==> src/logic/nandCommandPkg.sv <==
`default_nettype none

package nandCommandPkg;

    typedef logic [5:0]  opcodeT;
    typedef logic [4:0]  targetIdT;
    typedef logic [31:0] hostAddressT;
    typedef logic [15:0] dataLengthT;
    typedef logic [15:0] columnAddressT;
    typedef logic [23:0] rowAddressT;
    typedef logic [39:0] caDataT;
    typedef logic [7:0]  atomCommandT;   // Zero means no request.

    typedef enum logic [1:0] {
        ExecutorIdle,
        ExecutorIssue,
        ExecutorWaitLast,
        ExecutorWaitWay
    } executorStateT;

    localparam targetIdT AddressTargetId = 5'd4;
    localparam targetIdT CommandTargetId = 5'd5;

    // Opcodes of the address target.
    localparam opcodeT WaySelectOpcode = 6'd0;
    localparam opcodeT ColumnOpcode    = 6'd2;
    localparam opcodeT RowOpcode       = 6'd4;

    localparam opcodeT ResetOpcode   = 6'd1;
    localparam opcodeT ProgramOpcode = 6'd3;
    localparam opcodeT ReadOpcode    = 6'd4;
    localparam opcodeT EraseOpcode   = 6'd6;

    localparam int NumberOfCommands = 4;

    // Command index order is reset, program, read, erase.
    localparam opcodeT CommandOpcodeTable [NumberOfCommands] =
        '{ResetOpcode, ProgramOpcode, ReadOpcode, EraseOpcode};
    localparam atomCommandT AtomCommandTable [NumberOfCommands] =
        '{8'h01, 8'h02, 8'h04, 8'h08};

    localparam logic [NumberOfCommands-1:0] UsesAddressTable = 4'b1110;
    localparam logic [NumberOfCommands-1:0] UsesLengthTable  = 4'b0110;   // Page transfers only.

    localparam atomCommandT IdleAtomCommand = '0;

endpackage

`default_nettype wire

==> src/logic/commandDispatcher.sv <==
`default_nettype none

module commandDispatcher #(
    parameter int NumberOfWays = 4
) (
    input  wire logic                                          iSystemClock,
    input  wire logic                                          iReset,
    input  wire nandCommandPkg::opcodeT                        iOpcode,
    input  wire nandCommandPkg::targetIdT                      iTargetId,
    input  wire nandCommandPkg::hostAddressT                   iAddress,
    input  wire logic                                          iCommandValid,
    input  wire logic                                          iCommandReady,
    output logic [nandCommandPkg::NumberOfCommands-1:0]        startPulse,
    output logic [NumberOfWays-1:0]                            waySelect,
    output nandCommandPkg::columnAddressT                      columnAddress,
    output nandCommandPkg::rowAddressT                         rowAddress
);

    import nandCommandPkg::*;

    logic accepted;
    logic addressWrite;
    logic commandWrite;

    assign accepted     = iCommandValid && iCommandReady;
    assign addressWrite = accepted && (iTargetId == AddressTargetId);
    assign commandWrite = accepted && (iTargetId == CommandTargetId);

    // Address registers take the new value at the acceptance edge.
    always_ff @(posedge iSystemClock or posedge iReset) begin
        if (iReset) begin
            waySelect     <= '0;
            columnAddress <= '0;
            rowAddress    <= '0;
        end else if (addressWrite) begin
            case (iOpcode)
                WaySelectOpcode: begin
                    waySelect <= iAddress[NumberOfWays-1:0];
                end
                ColumnOpcode: begin
                    columnAddress <= iAddress[15:0];
                end
                RowOpcode: begin
                    rowAddress <= iAddress[23:0];
                end
                default: begin
                    waySelect <= waySelect;   // Unknown address opcode is dropped.
                end
            endcase
        end
    end

    // One start line per executor, matched against the opcode table.
    always_comb begin
        for (int k = 0; k < NumberOfCommands; k++) begin
            startPulse[k] = commandWrite && (iOpcode == CommandOpcodeTable[k]);
        end
    end

    startPulseOneHot: assert property (
        @(posedge iSystemClock) disable iff (iReset)
        $onehot0(startPulse)
    ) else $error("More than one executor started by a single command.");

endmodule

`default_nettype wire

==> src/logic/commandExecutor.sv <==
`default_nettype none

module commandExecutor #(
    parameter int NumberOfWays = 4,
    parameter int CommandIndex = 0
) (
    input  wire logic                            iSystemClock,
    input  wire logic                            iReset,
    input  wire logic                            startPulse,
    input  wire logic [NumberOfWays-1:0]         waySelect,
    input  wire nandCommandPkg::columnAddressT   columnAddress,
    input  wire nandCommandPkg::rowAddressT      rowAddress,
    input  wire nandCommandPkg::dataLengthT      iLength,
    input  wire logic                            iAcgReady,
    input  wire logic                            iAcgLastStep,
    input  wire logic [NumberOfWays-1:0]         iAcgReadyBusy,
    output logic                                 active,
    output nandCommandPkg::atomCommandT          atomCommand,
    output logic [NumberOfWays-1:0]              targetWay,
    output nandCommandPkg::dataLengthT           numOfData,
    output logic                                 caSelect,
    output nandCommandPkg::caDataT               caData
);

    import nandCommandPkg::*;

    executorStateT state;
    executorStateT nextState;

    logic [NumberOfWays-1:0] wayLatched;
    columnAddressT           columnLatched;
    rowAddressT              rowLatched;
    dataLengthT              lengthLatched;
    caDataT                  requestCaData;
    logic                    wayReady;

    assign wayReady = |(iAcgReadyBusy & wayLatched);

    always_comb begin
        nextState = state;
        case (state)
            ExecutorIdle: begin
                if (startPulse) begin
                    nextState = ExecutorIssue;
                end
            end
            ExecutorIssue: begin
                if (iAcgReady) begin
                    nextState = ExecutorWaitLast;   // ACG took the request.
                end
            end
            ExecutorWaitLast: begin
                if (iAcgLastStep) begin
                    nextState = ExecutorWaitWay;
                end
            end
            default: begin
                if (wayReady) begin
                    nextState = ExecutorIdle;
                end
            end
        endcase
    end

    always_ff @(posedge iSystemClock or posedge iReset) begin
        if (iReset) begin
            state <= ExecutorIdle;
        end else begin
            state <= nextState;
        end
    end

    // Operation fields are captured together with the start.
    always_ff @(posedge iSystemClock) begin
        if (startPulse) begin
            wayLatched    <= waySelect;
            columnLatched <= columnAddress;
            rowLatched    <= rowAddress;
            lengthLatched <= iLength;
        end
    end

    always_comb begin
        requestCaData = '0;
        if (UsesAddressTable[CommandIndex] && UsesLengthTable[CommandIndex]) begin
            requestCaData = {rowLatched, columnLatched};
        end else if (UsesAddressTable[CommandIndex]) begin
            requestCaData = caDataT'(rowLatched);   // Block address only.
        end
    end

    assign active = (state != ExecutorIdle);

    always_comb begin
        atomCommand = IdleAtomCommand;
        targetWay   = '0;
        numOfData   = '0;
        caSelect    = 1'b0;
        caData      = '0;
        if (state == ExecutorIssue) begin
            atomCommand = AtomCommandTable[CommandIndex];
            targetWay   = wayLatched;
            numOfData   = UsesLengthTable[CommandIndex] ? lengthLatched : dataLengthT'(0);
            caSelect    = UsesAddressTable[CommandIndex];
            caData      = requestCaData;
        end
    end

    // Host ready must keep new commands away while this one runs.
    startOnlyWhenIdle: assert property (
        @(posedge iSystemClock) disable iff (iReset)
        startPulse |-> (state == ExecutorIdle)
    ) else $error("Executor %0d started while busy.", CommandIndex);

    latchedWayOneHot: assert property (
        @(posedge iSystemClock) disable iff (iReset)
        (state != ExecutorIdle) |-> $onehot(wayLatched)
    ) else $error("Executor %0d runs without a single selected way.", CommandIndex);

endmodule

`default_nettype wire

==> src/logic/atomCommandMux.sv <==
`default_nettype none

module atomCommandMux #(
    parameter int NumberOfWays = 4
) (
    input  wire logic [nandCommandPkg::NumberOfCommands-1:0] active,
    input  wire nandCommandPkg::atomCommandT
        atomCommand [nandCommandPkg::NumberOfCommands],
    input  wire logic [NumberOfWays-1:0]
        targetWay [nandCommandPkg::NumberOfCommands],
    input  wire nandCommandPkg::dataLengthT
        numOfData [nandCommandPkg::NumberOfCommands],
    input  wire logic [nandCommandPkg::NumberOfCommands-1:0] caSelect,
    input  wire nandCommandPkg::caDataT
        caData [nandCommandPkg::NumberOfCommands],
    output nandCommandPkg::atomCommandT                      oAcgCommand,
    output logic [NumberOfWays-1:0]                          oAcgTargetWay,
    output nandCommandPkg::dataLengthT                       oAcgNumOfData,
    output logic                                             oAcgCaSelect,
    output nandCommandPkg::caDataT                           oAcgCaData,
    output logic                                             commandReady
);

    import nandCommandPkg::*;

    // At most one executor runs, so a priority loop is enough.
    always_comb begin
        oAcgCommand   = IdleAtomCommand;
        oAcgTargetWay = '0;
        oAcgNumOfData = '0;
        oAcgCaSelect  = 1'b0;
        oAcgCaData    = '0;
        for (int k = 0; k < NumberOfCommands; k++) begin
            if (active[k]) begin
                oAcgCommand   = atomCommand[k];
                oAcgTargetWay = targetWay[k];
                oAcgNumOfData = numOfData[k];
                oAcgCaSelect  = caSelect[k];
                oAcgCaData    = caData[k];
            end
        end
    end

    assign commandReady = ~|active;   // Host may send while all executors idle.

    // Executor states are unknown until the first reset.
    activeOneHot: assert final ($isunknown(active) || $onehot0(active))
        else $error("Several executors active at once: %b.", active);

endmodule

`default_nettype wire

==> src/logic/nandCommandIssue.sv <==
`default_nettype none

module nandCommandIssue #(
    parameter int NumberOfWays = 4
) (
    input  wire logic                            iSystemClock,
    input  wire logic                            iReset,
    input  wire nandCommandPkg::opcodeT          iOpcode,
    input  wire nandCommandPkg::targetIdT        iTargetId,
    input  wire nandCommandPkg::hostAddressT     iAddress,
    input  wire nandCommandPkg::dataLengthT      iLength,
    input  wire logic                            iCommandValid,
    output logic                                 oCommandReady,
    output nandCommandPkg::atomCommandT          oAcgCommand,
    output logic [NumberOfWays-1:0]              oAcgTargetWay,
    output nandCommandPkg::dataLengthT           oAcgNumOfData,
    output logic                                 oAcgCaSelect,
    output nandCommandPkg::caDataT               oAcgCaData,
    input  wire logic                            iAcgReady,
    input  wire logic                            iAcgLastStep,
    input  wire logic [NumberOfWays-1:0]         iAcgReadyBusy,
    output logic [NumberOfWays-1:0]              oReadyBusy
);

    import nandCommandPkg::*;

    wire [NumberOfCommands-1:0] startPulse;
    wire [NumberOfWays-1:0]     waySelect;
    wire columnAddressT         columnAddress;
    wire rowAddressT            rowAddress;

    wire [NumberOfCommands-1:0] executorActive;
    wire atomCommandT           executorCommand [NumberOfCommands];
    wire [NumberOfWays-1:0]     executorTargetWay [NumberOfCommands];
    wire dataLengthT            executorNumOfData [NumberOfCommands];
    wire [NumberOfCommands-1:0] executorCaSelect;
    wire caDataT                executorCaData [NumberOfCommands];

    assign oReadyBusy = iAcgReadyBusy;

    commandDispatcher #(
        .NumberOfWays (NumberOfWays)
    ) dispatcher (
        .iSystemClock  (iSystemClock),
        .iReset        (iReset),
        .iOpcode       (iOpcode),
        .iTargetId     (iTargetId),
        .iAddress      (iAddress),
        .iCommandValid (iCommandValid),
        .iCommandReady (oCommandReady),
        .startPulse    (startPulse),
        .waySelect     (waySelect),
        .columnAddress (columnAddress),
        .rowAddress    (rowAddress)
    );

    // One executor per flash operation, in command index order.
    for (genvar k = 0; k < NumberOfCommands; k++) begin : gExecutor
        commandExecutor #(
            .NumberOfWays (NumberOfWays),
            .CommandIndex (k)
        ) executor (
            .iSystemClock  (iSystemClock),
            .iReset        (iReset),
            .startPulse    (startPulse[k]),
            .waySelect     (waySelect),
            .columnAddress (columnAddress),
            .rowAddress    (rowAddress),
            .iLength       (iLength),
            .iAcgReady     (iAcgReady),
            .iAcgLastStep  (iAcgLastStep),
            .iAcgReadyBusy (iAcgReadyBusy),
            .active        (executorActive[k]),
            .atomCommand   (executorCommand[k]),
            .targetWay     (executorTargetWay[k]),
            .numOfData     (executorNumOfData[k]),
            .caSelect      (executorCaSelect[k]),
            .caData        (executorCaData[k])
        );
    end

    atomCommandMux #(
        .NumberOfWays (NumberOfWays)
    ) mux (
        .active        (executorActive),
        .atomCommand   (executorCommand),
        .targetWay     (executorTargetWay),
        .numOfData     (executorNumOfData),
        .caSelect      (executorCaSelect),
        .caData        (executorCaData),
        .oAcgCommand   (oAcgCommand),
        .oAcgTargetWay (oAcgTargetWay),
        .oAcgNumOfData (oAcgNumOfData),
        .oAcgCaSelect  (oAcgCaSelect),
        .oAcgCaData    (oAcgCaData),
        .commandReady  (oCommandReady)
    );

endmodule

`default_nettype wire

==> config.mk <==
export PLATFORM = sky130hd
export DESIGN_NAME = nandCommandIssue
export DESIGN_NICKNAME = d
export VERILOG_FILES = /design/src/logic/nandCommandPkg.sv /design/src/logic/commandDispatcher.sv /design/src/logic/commandExecutor.sv /design/src/logic/atomCommandMux.sv /design/src/logic/nandCommandIssue.sv
export SDC_FILE = /design/constraint.sdc
export NUM_CORES = 1
export LEC_CHECK = 0
export CAP_MARGIN = 20
export CORE_UTILIZATION = 58
export DETAILED_ROUTE_END_ITERATION = 10
export DONT_BUFFER_PORTS = 1
export GPL_ROUTABILITY_DRIVEN = 0
export PLACE_DENSITY_LB_ADDON = 0.1
export SLEW_MARGIN = 25
export SYNTH_ARGS = -nofsm -noshare
export SYNTH_HDL_FRONTEND = slang
export SYNTH_SLANG_ARGS = --single-unit
==> constraint.sdc <==
create_clock -name iSystemClock -period 24.7 [get_ports iSystemClock]
set_input_delay 1.235 -clock iSystemClock [delete_from_list [all_inputs] [get_ports iSystemClock]]
set_output_delay 1.235 -clock iSystemClock [all_outputs]
set_load 0.1 [all_outputs]
[Yosys cells after proc, flatten, opt, wreduce, memory -nomap -nowiden]
Index checks and enable logic that the tools add are counted.
Storage, ports and cells
  register bits after elaboration: 204
  bits in latches: 0
  memory bits (writable): 0
  memory bits (read-only): 0
  output and inout bits: 74
  memories: 0
Operators by class
  add/subtract/negate cells: 0
  multipliers: 0
  divide/modulo/power cells: 0
  $lt $le $gt $ge: 0
  equal/unequal tests: 27
  shifts and indexed selects: 0
  multiplexer cells: 47
  bitwise operators: 4
  reduce and logical (&&, ||, !) cells: 33
Operator list (number)
  two-way mux 40 bit: 5
  two-way mux 16 bit: 5
  two-way mux 4 bit: 10
  two-way mux 2 bit: 12
  two-way mux 24 bit: 1
  one-hot mux 2 bit (3 select lines): 4
  OR reduction 4 bit: 5
  bitwise AND 4 bit: 4
  != test 2 bit (second input constant): 8
  AND reduction 4 bit: 4
  nonzero test 4 bit: 4
  == test 6 x 2 -> 1 bit (second input constant): 2
  == test 6 x 3 -> 1 bit (second input constant): 2
  == test 5 x 3 -> 1 bit (second input constant): 2
  == test 2 x 1 -> 1 bit (second input constant): 4
  == test 2 bit (second input constant): 4
  zero test 2 bit: 4
  two-way mux 1 bit: 8
  != test 2 x 1 -> 1 bit (second input constant): 4
  nonzero test 2 bit: 4
  logical AND 1 bit: 7
  == test 6 x 1 -> 1 bit (second input constant): 1
  zero test 6 bit: 1
  two-way mux 3 bit: 2
  other kinds (2): 4

[Logic depth before layout (Yosys ltp)]
Gate-level depths: netlist of the first run.
  word-level depth: 8
  gate-level depth with buffers: 9
  gate-level depth less buffers: 6

[Modules after synthesis]
A second synthesis of the first run with hierarchy kept.
Second synthesis, totals
  cells, all modules: 923
  area, all modules: 11140.7 sq um
Modules (own cells, without submodules)
  commandExecutor (gExecutor[1].executor ...): times used 2, cells each 163, area each 2517.4 sq um, seq. area each 1851.8 sq um
  commandDispatcher: times used 1, cells each 112, area each 1923.1 sq um, seq. area each 1101.1 sq um
  atomCommandMux: times used 1, cells each 252, area each 1704.1 sq um, seq. area each 0.0 sq um
  commandExecutor (gExecutor[3].executor): times used 1, cells each 128, area each 1576.5 sq um, seq. area each 890.9 sq um
  commandExecutor (gExecutor[0].executor): times used 1, cells each 101, area each 872.1 sq um, seq. area each 170.2 sq um
  nandCommandIssue: times used 1, cells each 4, area each 30.0 sq um, seq. area each 0.0 sq um

[Worst setup path after synthesis of the first run]
No wires, ideal clock.
  kind: in2reg
  start point: in iOpcode[0]
  end point: reg gExecutor[2].executor.state[0]
  setup time: 0.094 ns
  arrival time: 8.532 ns
  data required time: 24.606 ns
  slack: 16.074 ns
  stages: 4
  path buffers: 0
  path through: or4b_2 -> nor4_1 -> o211ai_1 -> o2bb2ai_1
Between the ends
  word-level cells in the longest chain between the ends: 4
RTL lines
  from (decl): line nandCommandIssue.sv:8  | input wire nandCommandPkg::opcodeT iOpcode,
  == test 6 x 3 -> 1 bit: line commandDispatcher.sv:56  | startPulse[k] = commandWrite && (iOpcode == CommandOpcodeTable[k]);
  logical AND 1 bit: line commandDispatcher.sv:56
  net gExecutor[2].executor.startPulse: line commandExecutor.sv:9  | input wire logic startPulse,
  != test 2 x 1 -> 1 bit (no source line)
  AND reduction 4 bit (no source line)
  to (signal assigned): line commandExecutor.sv:67  | state <= ExecutorIdle;
  to (signal assigned): line commandExecutor.sv:69  | state <= nextState;
  to (decl): line commandExecutor.sv:27  | executorStateT state;
The timed path passes the listed nets, and every way through them passes these cells.
A chain may end at the register's enable or synchronous reset.

[Final worst setup path of the first run]
  start point: reg gExecutor[3].executor.state[0]
  end point: out oAcgTargetWay[0]
Between the ends
  word-level cells in the longest chain between the ends: 3
  elaborated cells between the ends (all ways): 4
  those cells by class: eq/ne: 1; mux: 2; reduce/logical: 1
RTL lines
  from (decl): line commandExecutor.sv:27
  from (signal assigned): line commandExecutor.sv:67
  from (signal assigned): line commandExecutor.sv:69
  == test 2 x 1 -> 1 bit: line commandExecutor.sv:100  | if (state == ExecutorIssue) begin
  two-way mux 4 bit: line commandExecutor.sv:100
  two-way mux 4 bit *: line atomCommandMux.sv:34  | if (active[k]) begin
  to (decl): line nandCommandIssue.sv:15  | output logic [NumberOfWays-1:0] oAcgTargetWay,
Mark *: on every way between the ends. The rest lies on a longest branch, timed or not.

==> flow_metrics.py, run 1 <==
metrics = {
    "status": {
        "status": "complete, no violations",
    },
    "timing": {
        "tightest_slew_ps": 1040,
        "max_slew_margin_pct": 31.0,
        "rsz0062_at_grt": "false",
        "fin_crit_sh_pct": 23.1,
        "clock_skew_ps": 12.0,
        "fin_crit_ps": 5700,
        "whs_ps": 462,
        "fmax_mhz": 176,
        "drv_slew": 0,
        "hold_viol_final": 0,
        "setup-violations-final": 0,
        "fin_setup_tns_ps": 0,
    },
    "yosys": {
        "synth_compound_area_share_pct": 9.77,
        "synthSimpleGateAreaFrac_pct": 3.80,
        "synth_top_family_by_area": "compound AO/OA/AOI/OAI gates",
        "synth.distinct_cells": 43,
        "ys_warn_count": 0,
        "yosysSeqAreaShare_pct": 73.5,
        "ys_ff_latch": 204,
        "synth_area_mm2": 0.00798,
        "synth-xor-area-share_pct": 0,
        "synth_top_area_share_pct": 57.2,
        "avgSynthCellArea_um2": 16.9,
        "yosys.area.top_type": "edfxtp_1",
        "synth_mux_area_share_pct": 6.50,
        "synth_area_leaders": "edfxtp_1 57%, dfrtp_1 16%, mux2_2 5.9%",
        "synth_fa_ha_area_share_pct": 2.51,
        "syn_inst": 471,
    },
    "clocking": {
        "clk_latency_ps": 470,
        "cts_num_sinks": 204,
        "clkTransAtPathRegs_ps": 60,
        "post_cts_buffers": 0,
        "cts-root-buf": "clkbuf_16",
        "h-tree-depth": 1,
        "cts_tree": "done",
        "ctsHoldBuffers": 0,
        "cts_resized": 0,
        "numCtsBuffers": 21,
        "clockBufferDepth": 3,
    },
    "routing": {
        "drt_iter0_markers": 397,
        "post-route-drc-count": 0,
        "num_vias": 4213,
        "firstDrtPassIters": 8,
        "antenna_left": 0,
        "routed_via_density": 6.34,
        "wirelength_um": 15500,
        "wire_per_inst_um": 23.3,
    },
    "worst_setup_path": {
        "startpoint_type": "flip-flop",
        "critPathKind": "flip-flop to primary output",
        "end_kind": "primary output",
        "cp_data_required_time_ps": 23470,
        "critPathMaxFanout": 33,
        "crit_arrival_ps": 4460,
    },
    "placement": {
        "dp.cells": 629,
        "place_hpwl_um": 9360,
        "io_buffers": 0,
    },
    "floorplanning": {
        "die_w_um": 119,
        "design.die.area_mm2": 0.0142,
        "die_h_um": 119,
        "initial_core_util_pct": 59.7,
        "ios": 142,
        "core_area_mm2": 0.0133,
        "rows": 42,
    },
    "global_routing": {
        "grtUsageTotal_pct": 22.3,
        "grt_max_degree": 62,
        "gr-max-usage-layer": "met2",
        "grtUsageMet3_pct": 5.32,
        "grt_pass1_wl_um": 24000,
        "grt_pass1_vias": 4271,
        "grt_util_met2_pct": 35.6,
        "antenna_found_initial": 0,
        "use_met1_pct": 30.8,
        "overflow": 0,
    },
    "min_path": {
        "min_path_type": "flip-flop to flip-flop",
    },
    "cells_and_area": {
        "finalNonFillerCells": 665,
        "layout_common_cells": "152 x edfxtp_1, 52 x dfrtp_1, 42 x mux2_2, 38 x inv_1, 35 x a22o_1",
        "nets": 560,
        "fin_util_pct": 65.7,
        "nFillCells": 946,
        "final_common_cell": "edfxtp_1",
        "diodes": 0,
        "area_growth_pct": 10.0,
        "drive_gt1_share_pct": 19.2,
    },
    "flow_run": {
        "maxCapViolCount": 0,
    },
    "power_and_ir_drop": {
        "totalPowerFinal_uw": 776,
        "p_leak_nw": 3.74,
        "powerDensity_mw_per_mm2": 88.5,
        "peakVddDrop_mv": 0.0646,
    },
}
-- worst paths after layout --
path	slack, ps	start	end	depth (start not counted)
setup / recovery	19000	gExecutor[3].executor.state[0]	oAcgTargetWay[0]	7
hold / removal	460	dispatcher.columnAddress[7]	gExecutor[1].executor.columnLatched[7]	0
setup reg to reg	21110	gExecutor[2].executor.state[0]	gExecutor[1].executor.columnLatched[4]	6
hold reg to reg	460	dispatcher.columnAddress[7]	gExecutor[1].executor.columnLatched[7]	0
max in group asynchronous	23350	iReset	gExecutor[3].executor.state[1]	2
min in group asynchronous	850	iReset	dispatcher.columnAddress[5]	2
-- report_power, final --
group / switching, mW / leakage [nW] / internal (mW) / total [mW]
logic: 0.0881 / 1.03 / 0.0306 / 0.119
clock network: 0.117 / 0.315 / 0.165 / 0.282
registers: 0.00467 / 2.39 / 0.371 / 0.376
-- area by class of cell --
| class | count | area (um^2) | area share, % |
|---|---|---|---|
| multi-input cells | 201 | 1850 | 21.0 |
| well taps | 176 | 220 | 2.51 |
| flip-flops and latches | 204 | 5870 | 66.8 |
| inverters | 39 | 146 | 1.67 |
| clock buffers | 28 | 582 | 6.63 |
| repair buffers | 9 | 67.6 | 0.770 |
| clock inverters | 8 | 46.3 | 0.528 |
-- registers in the layout, summed over array words and instances, names as in the netlist --
| signal | cells |
|---|---|
| dispatcher.columnAddress | 16 |
| gExecutor.executor.lengthLatched | 32 |
| gExecutor.executor.wayLatched | 16 |
| gExecutor.executor.state | 8 |
| gExecutor.executor.rowLatched | 72 |
| gExecutor.executor.columnLatched | 32 |
| dispatcher.waySelect | 4 |
| dispatcher.rowAddress | 24 |
-- kinds of logic after synthesis --
kind of cell             after synthesis
AO/OA/AOI/OAI                         86
adder cells (fa/ha/maj)               16
buffers and inverters                 69
flip-flops                           204
multiplexers                          46
other                                  1
AND/OR/NAND/NOR                       49
-- per-layer routing --
layer	routed length, um	part of all wire, %
met1	6370	41
met2	7590	49
met4	230	1.5
met5	0	0
met3	1280	8.3
-- synth_stat cells, drive strengths merged --
cell type / count
and4: 2
or4bb: 1
nand2: 13
dfrtp: 52
a22o: 35
edfxtp: 152
or4b: 2
inv: 39
nor4: 3
and2: 2
a22oi: 3
nand3: 2
a211o: 1
nand4b: 3
conb: 1
a222oi: 32
and3: 2
nand4: 3
nand2b: 2
mux2: 46
o2bb2ai: 1
or4: 2
buf: 11
nor2b: 3
a32o: 2
a32oi: 1
a211oi: 4
o22ai: 1
o211ai: 2
ha: 16
a21oi: 2
or3: 2
or3b: 1
nor3: 1
o41ai: 2
nor2: 5
clkbuf: 19
-- critical path, stage by stage, from the launching register on --
cell,delay (ps)
dfrtp_1,380
inv_1,110
ha_1,380
and2_1,860
nor2b_4,780
buf_4,500
a222oi_1,210
nand2_1,750
-- stage by stage --
| step | setup WS (ps) | area [um^2] |
|---|---|---|
| finish | 19000 | 8770 |
| global route | 18800 | 8770 |
| CTS | 18950 | 8770 |
| detailed placement | 19470 | 8150 |
| global placement | 19530 | 8150 |
| floorplan | 16070 | 7990 |
(Power assumes the default switching activity.)
==> inputs of run 2 (changes only) <==
--- a/config.mk
+++ b/config.mk
@@ -6,7 +6,7 @@
 export NUM_CORES = 1
 export LEC_CHECK = 0
 export CAP_MARGIN = 20
-export CORE_UTILIZATION = 58
+export CORE_UTILIZATION = 57
 export DETAILED_ROUTE_END_ITERATION = 10
 export DONT_BUFFER_PORTS = 1
 export GPL_ROUTABILITY_DRIVEN = 0
==> constraint.sdc (replaced) <==
create_clock -name iSystemClock -period 4.85 [get_ports iSystemClock]
set_input_delay 0.2425 -clock iSystemClock [delete_from_list [all_inputs] [get_ports iSystemClock]]
set_output_delay 0.2425 -clock iSystemClock [all_outputs]
set_load 0.1 [all_outputs]
==> run 2 against run 1 <==
Compared with the run above: wire length is 2.6% higher; first-iteration DRC count is 7.6% higher; sequential cell count stayed put; cell area is 6.4% higher; sequential power grew to 5.1 times the previous value; clock power grew to 5.1 times the previous value; cell count is 9.0% higher; power grew to 5.2 times the previous value; worst hold slack worse by 430 ps.
==> flow_metrics.py, run 2 (synthesis gave the netlist of run 1 again) <==
metrics = {
    "placement": {
        "pre_cts_slack_ps": 1330,
        "place_hpwl_um": 9400,
        "io_buffers": 0,
    },
    "cells_and_area": {
        "diodes": 0,
        "drive_gt1_share_pct": 19.5,
        "top_regs": "gExecutor.executor.rowLatched (72), gExecutor.executor.columnLatched (32), gExecutor.executor.lengthLatched (32)",
        "top_register": "gExecutor.executor.rowLatched",
        "layout_common_cells": "152 x edfxtp_1, 52 x dfrtp_1, 42 x mux2_2, 41 x dlygate4sd3_1, 38 x inv_1",
        "largest_reg_flops": 72,
        "nets": 619,
        "area_growth_pct": 17.1,
        "final_common_cell": "edfxtp_1",
    },
    "timing": {
        "rsz0062_at_grt": "false",
        "drv_slew": 0,
        "clock_skew_ps": 15.1,
        "fin_crit_ps": 4000,
        "worst_slack_ps": 850,
        "fin_setup_tns_ps": 0,
        "setup-violations-final": 0,
        "hold_viol_final": 0,
        "fin_crit_sh_pct": 82.5,
        "tightest_slew_ps": 1010,
        "max_slew_margin_pct": 33.0,
        "fmax_mhz": 250,
    },
    "min_path": {
        "min_path_type": "primary input to flip-flop",
    },
    "global_routing": {
        "antenna_found_initial": 0,
        "grt_max_degree": 62,
        "grtUsageTotal_pct": 22.5,
        "overflow": 0,
        "grt_pass1_wl_um": 24700,
        "grt_pass1_vias": 4615,
    },
    "clocking": {
        "clkTransAtPathRegs_ps": 60,
        "numCtsBuffers": 20,
        "cts-root-buf": "clkbuf_16",
        "post_cts_buffers": 0,
        "h-tree-depth": 1,
        "cts_tree": "done",
        "clk_latency_ps": 480,
        "clockBufferDepth": 3,
        "cts_num_sinks": 204,
    },
    "power_and_ir_drop": {
        "p_leak_nw": 4.01,
        "pwr-share-clk_pct": 36.2,
        "powerDensity_mw_per_mm2": 429,
        "p_comb_share_pct": 16.1,
        "p_int_mw": 2.91,
        "switchingPower_mw": 1.09,
        "switching_share_pct": 27.3,
        "p_seq_share_pct": 47.8,
        "peakVddDrop_mv": 0.295,
    },
    "floorplanning": {
        "die_w_um": 120,
        "ios": 142,
        "die_h_um": 120,
        "initial_core_util_pct": 59.3,
        "design.die.area_mm2": 0.0145,
        "rows": 42,
        "core_area_mm2": 0.0135,
    },
    "routing": {
        "firstDrtPassIters": 5,
        "drt_iter0_markers": 427,
        "num_vias": 4420,
        "antenna_left": 0,
        "post-route-drc-count": 0,
        "wire_per_inst_um": 21.9,
        "routed_via_density": 6.10,
        "wirelength_um": 15900,
    },
    "worst_setup_path": {
        "end_kind": "primary output",
        "crit_arrival_ps": 3760,
        "critPathMaxFanout": 31,
        "ff2ff_path_depth": 6,
        "cp-endpoint": "oAcgTargetWay[0]",
        "r2r_end": "gExecutor[1].executor.rowLatched[6]",
        "cp_data_required_time_ps": 4610,
        "regToRegSetupSlack_ps": 1760,
        "r2r_start": "gExecutor[2].executor.state[0]",
        "startpoint": "gExecutor[3].executor.state[0]",
        "startpoint_type": "flip-flop",
        "critPathKind": "flip-flop to primary output",
    },
    "status": {
        "status": "complete, no violations",
    },
    "flow_run": {
        "maxCapViolCount": 0,
    },
}
==> run 2: cell count changes in the layout (fill, tap and decap cells not counted), sizes merged, moves of 2 or more <==
| cell | previous run | this run |
|---|---|---|
| buf | 9 | 28 |
| dlygate4sd3 | 0 | 41 |
| clkbuf | 28 | 30 |
| clkinv | 7 | 4 |
==> run 2: power by group through the flow <==
stage                     Sequential (mW)  Combinational (mW)  Clock, mW
after floorplan                      1.94               0.522          0
after global routing                 1.92               0.690       1.55
final                                1.91               0.643       1.45
after detailed placement             1.95               0.611          0
after CTS                            1.91               0.643       1.48
after global placement               1.94               0.595          0
==> run 2: through the flow <==
| stage | cell area, um^2 | total power, mW | util (%) | instances | hold slack [ps] |
|---|---|---|---|---|---|
| final | 9340 | 4.00 | 69.4 | 725 | 29.5 |
| after global routing | 9340 | 4.15 | 69.4 | 725 | 29.7 |
| after CTS | 9340 | 4.03 | 69.4 | 725 | 7.88 |
| after detailed placement | 8310 | 2.56 | 61.8 | 648 | 341 |
| after global placement | 8310 | 2.54 | 61.8 | 648 | 341 |
| after floorplan | 8000 | 2.46 | - | 474 | 341 |
==> run 2: layer usage <==
layer / vias up / global-route usage (%) / routed length, um
met4: 0 / 5.40 / 233
li1: 1983 / - / -
met2: 177 / 38.6 / 8010
met3: 22 / 4.76 / 1140
met5: - / 0 / 0
met1: 2238 / 29.6 / 6480
==> run 2: what timing repair did <==
action | CTS | global route
gates resized for setup | 0 | 0
hold endpoints to repair | 128 | 0
hold buffers | 41 | 0
==> run 2: how the worst min path moves through the flow <==
stage / start / end / slack (ps) / depth (start not counted)
CTS: iAcgReadyBusy[0] / gExecutor[3].executor.state[0] / 8 / 3
global placement: iLength[11] / gExecutor[1].executor.lengthLatched[11] / 340 / 0
detailed placement: iLength[4] / gExecutor[1].executor.lengthLatched[4] / 340 / 0
global route: iAcgReadyBusy[0] / gExecutor[3].executor.state[0] / 30 / 3
finish: iAcgReadyBusy[0] / gExecutor[3].executor.state[0] / 30 / 3
floorplan: iLength[0] / gExecutor[1].executor.lengthLatched[0] / 340 / 0
==> run 2: area by class of cell <==
class | instances | area (um^2)
timing repair buffer | 69 | 633
clock inverter | 6 | 66.3
clock buffer | 30 | 548
tap | 176 | 220
multi-input combinational | 201 | 1860
sequential | 204 | 5870
fill | 943 | 4120
inverter | 39 | 146
==> run 2: worst max-delay path: stages (launching register included) <==
cell and delay [ps]:
dfrtp_1 380, inv_1 100, ha_1 390, and2_1 180, buf_4 290, nor2b_4 740, buf_12 290, a222oi_1 140
nand2_1 720
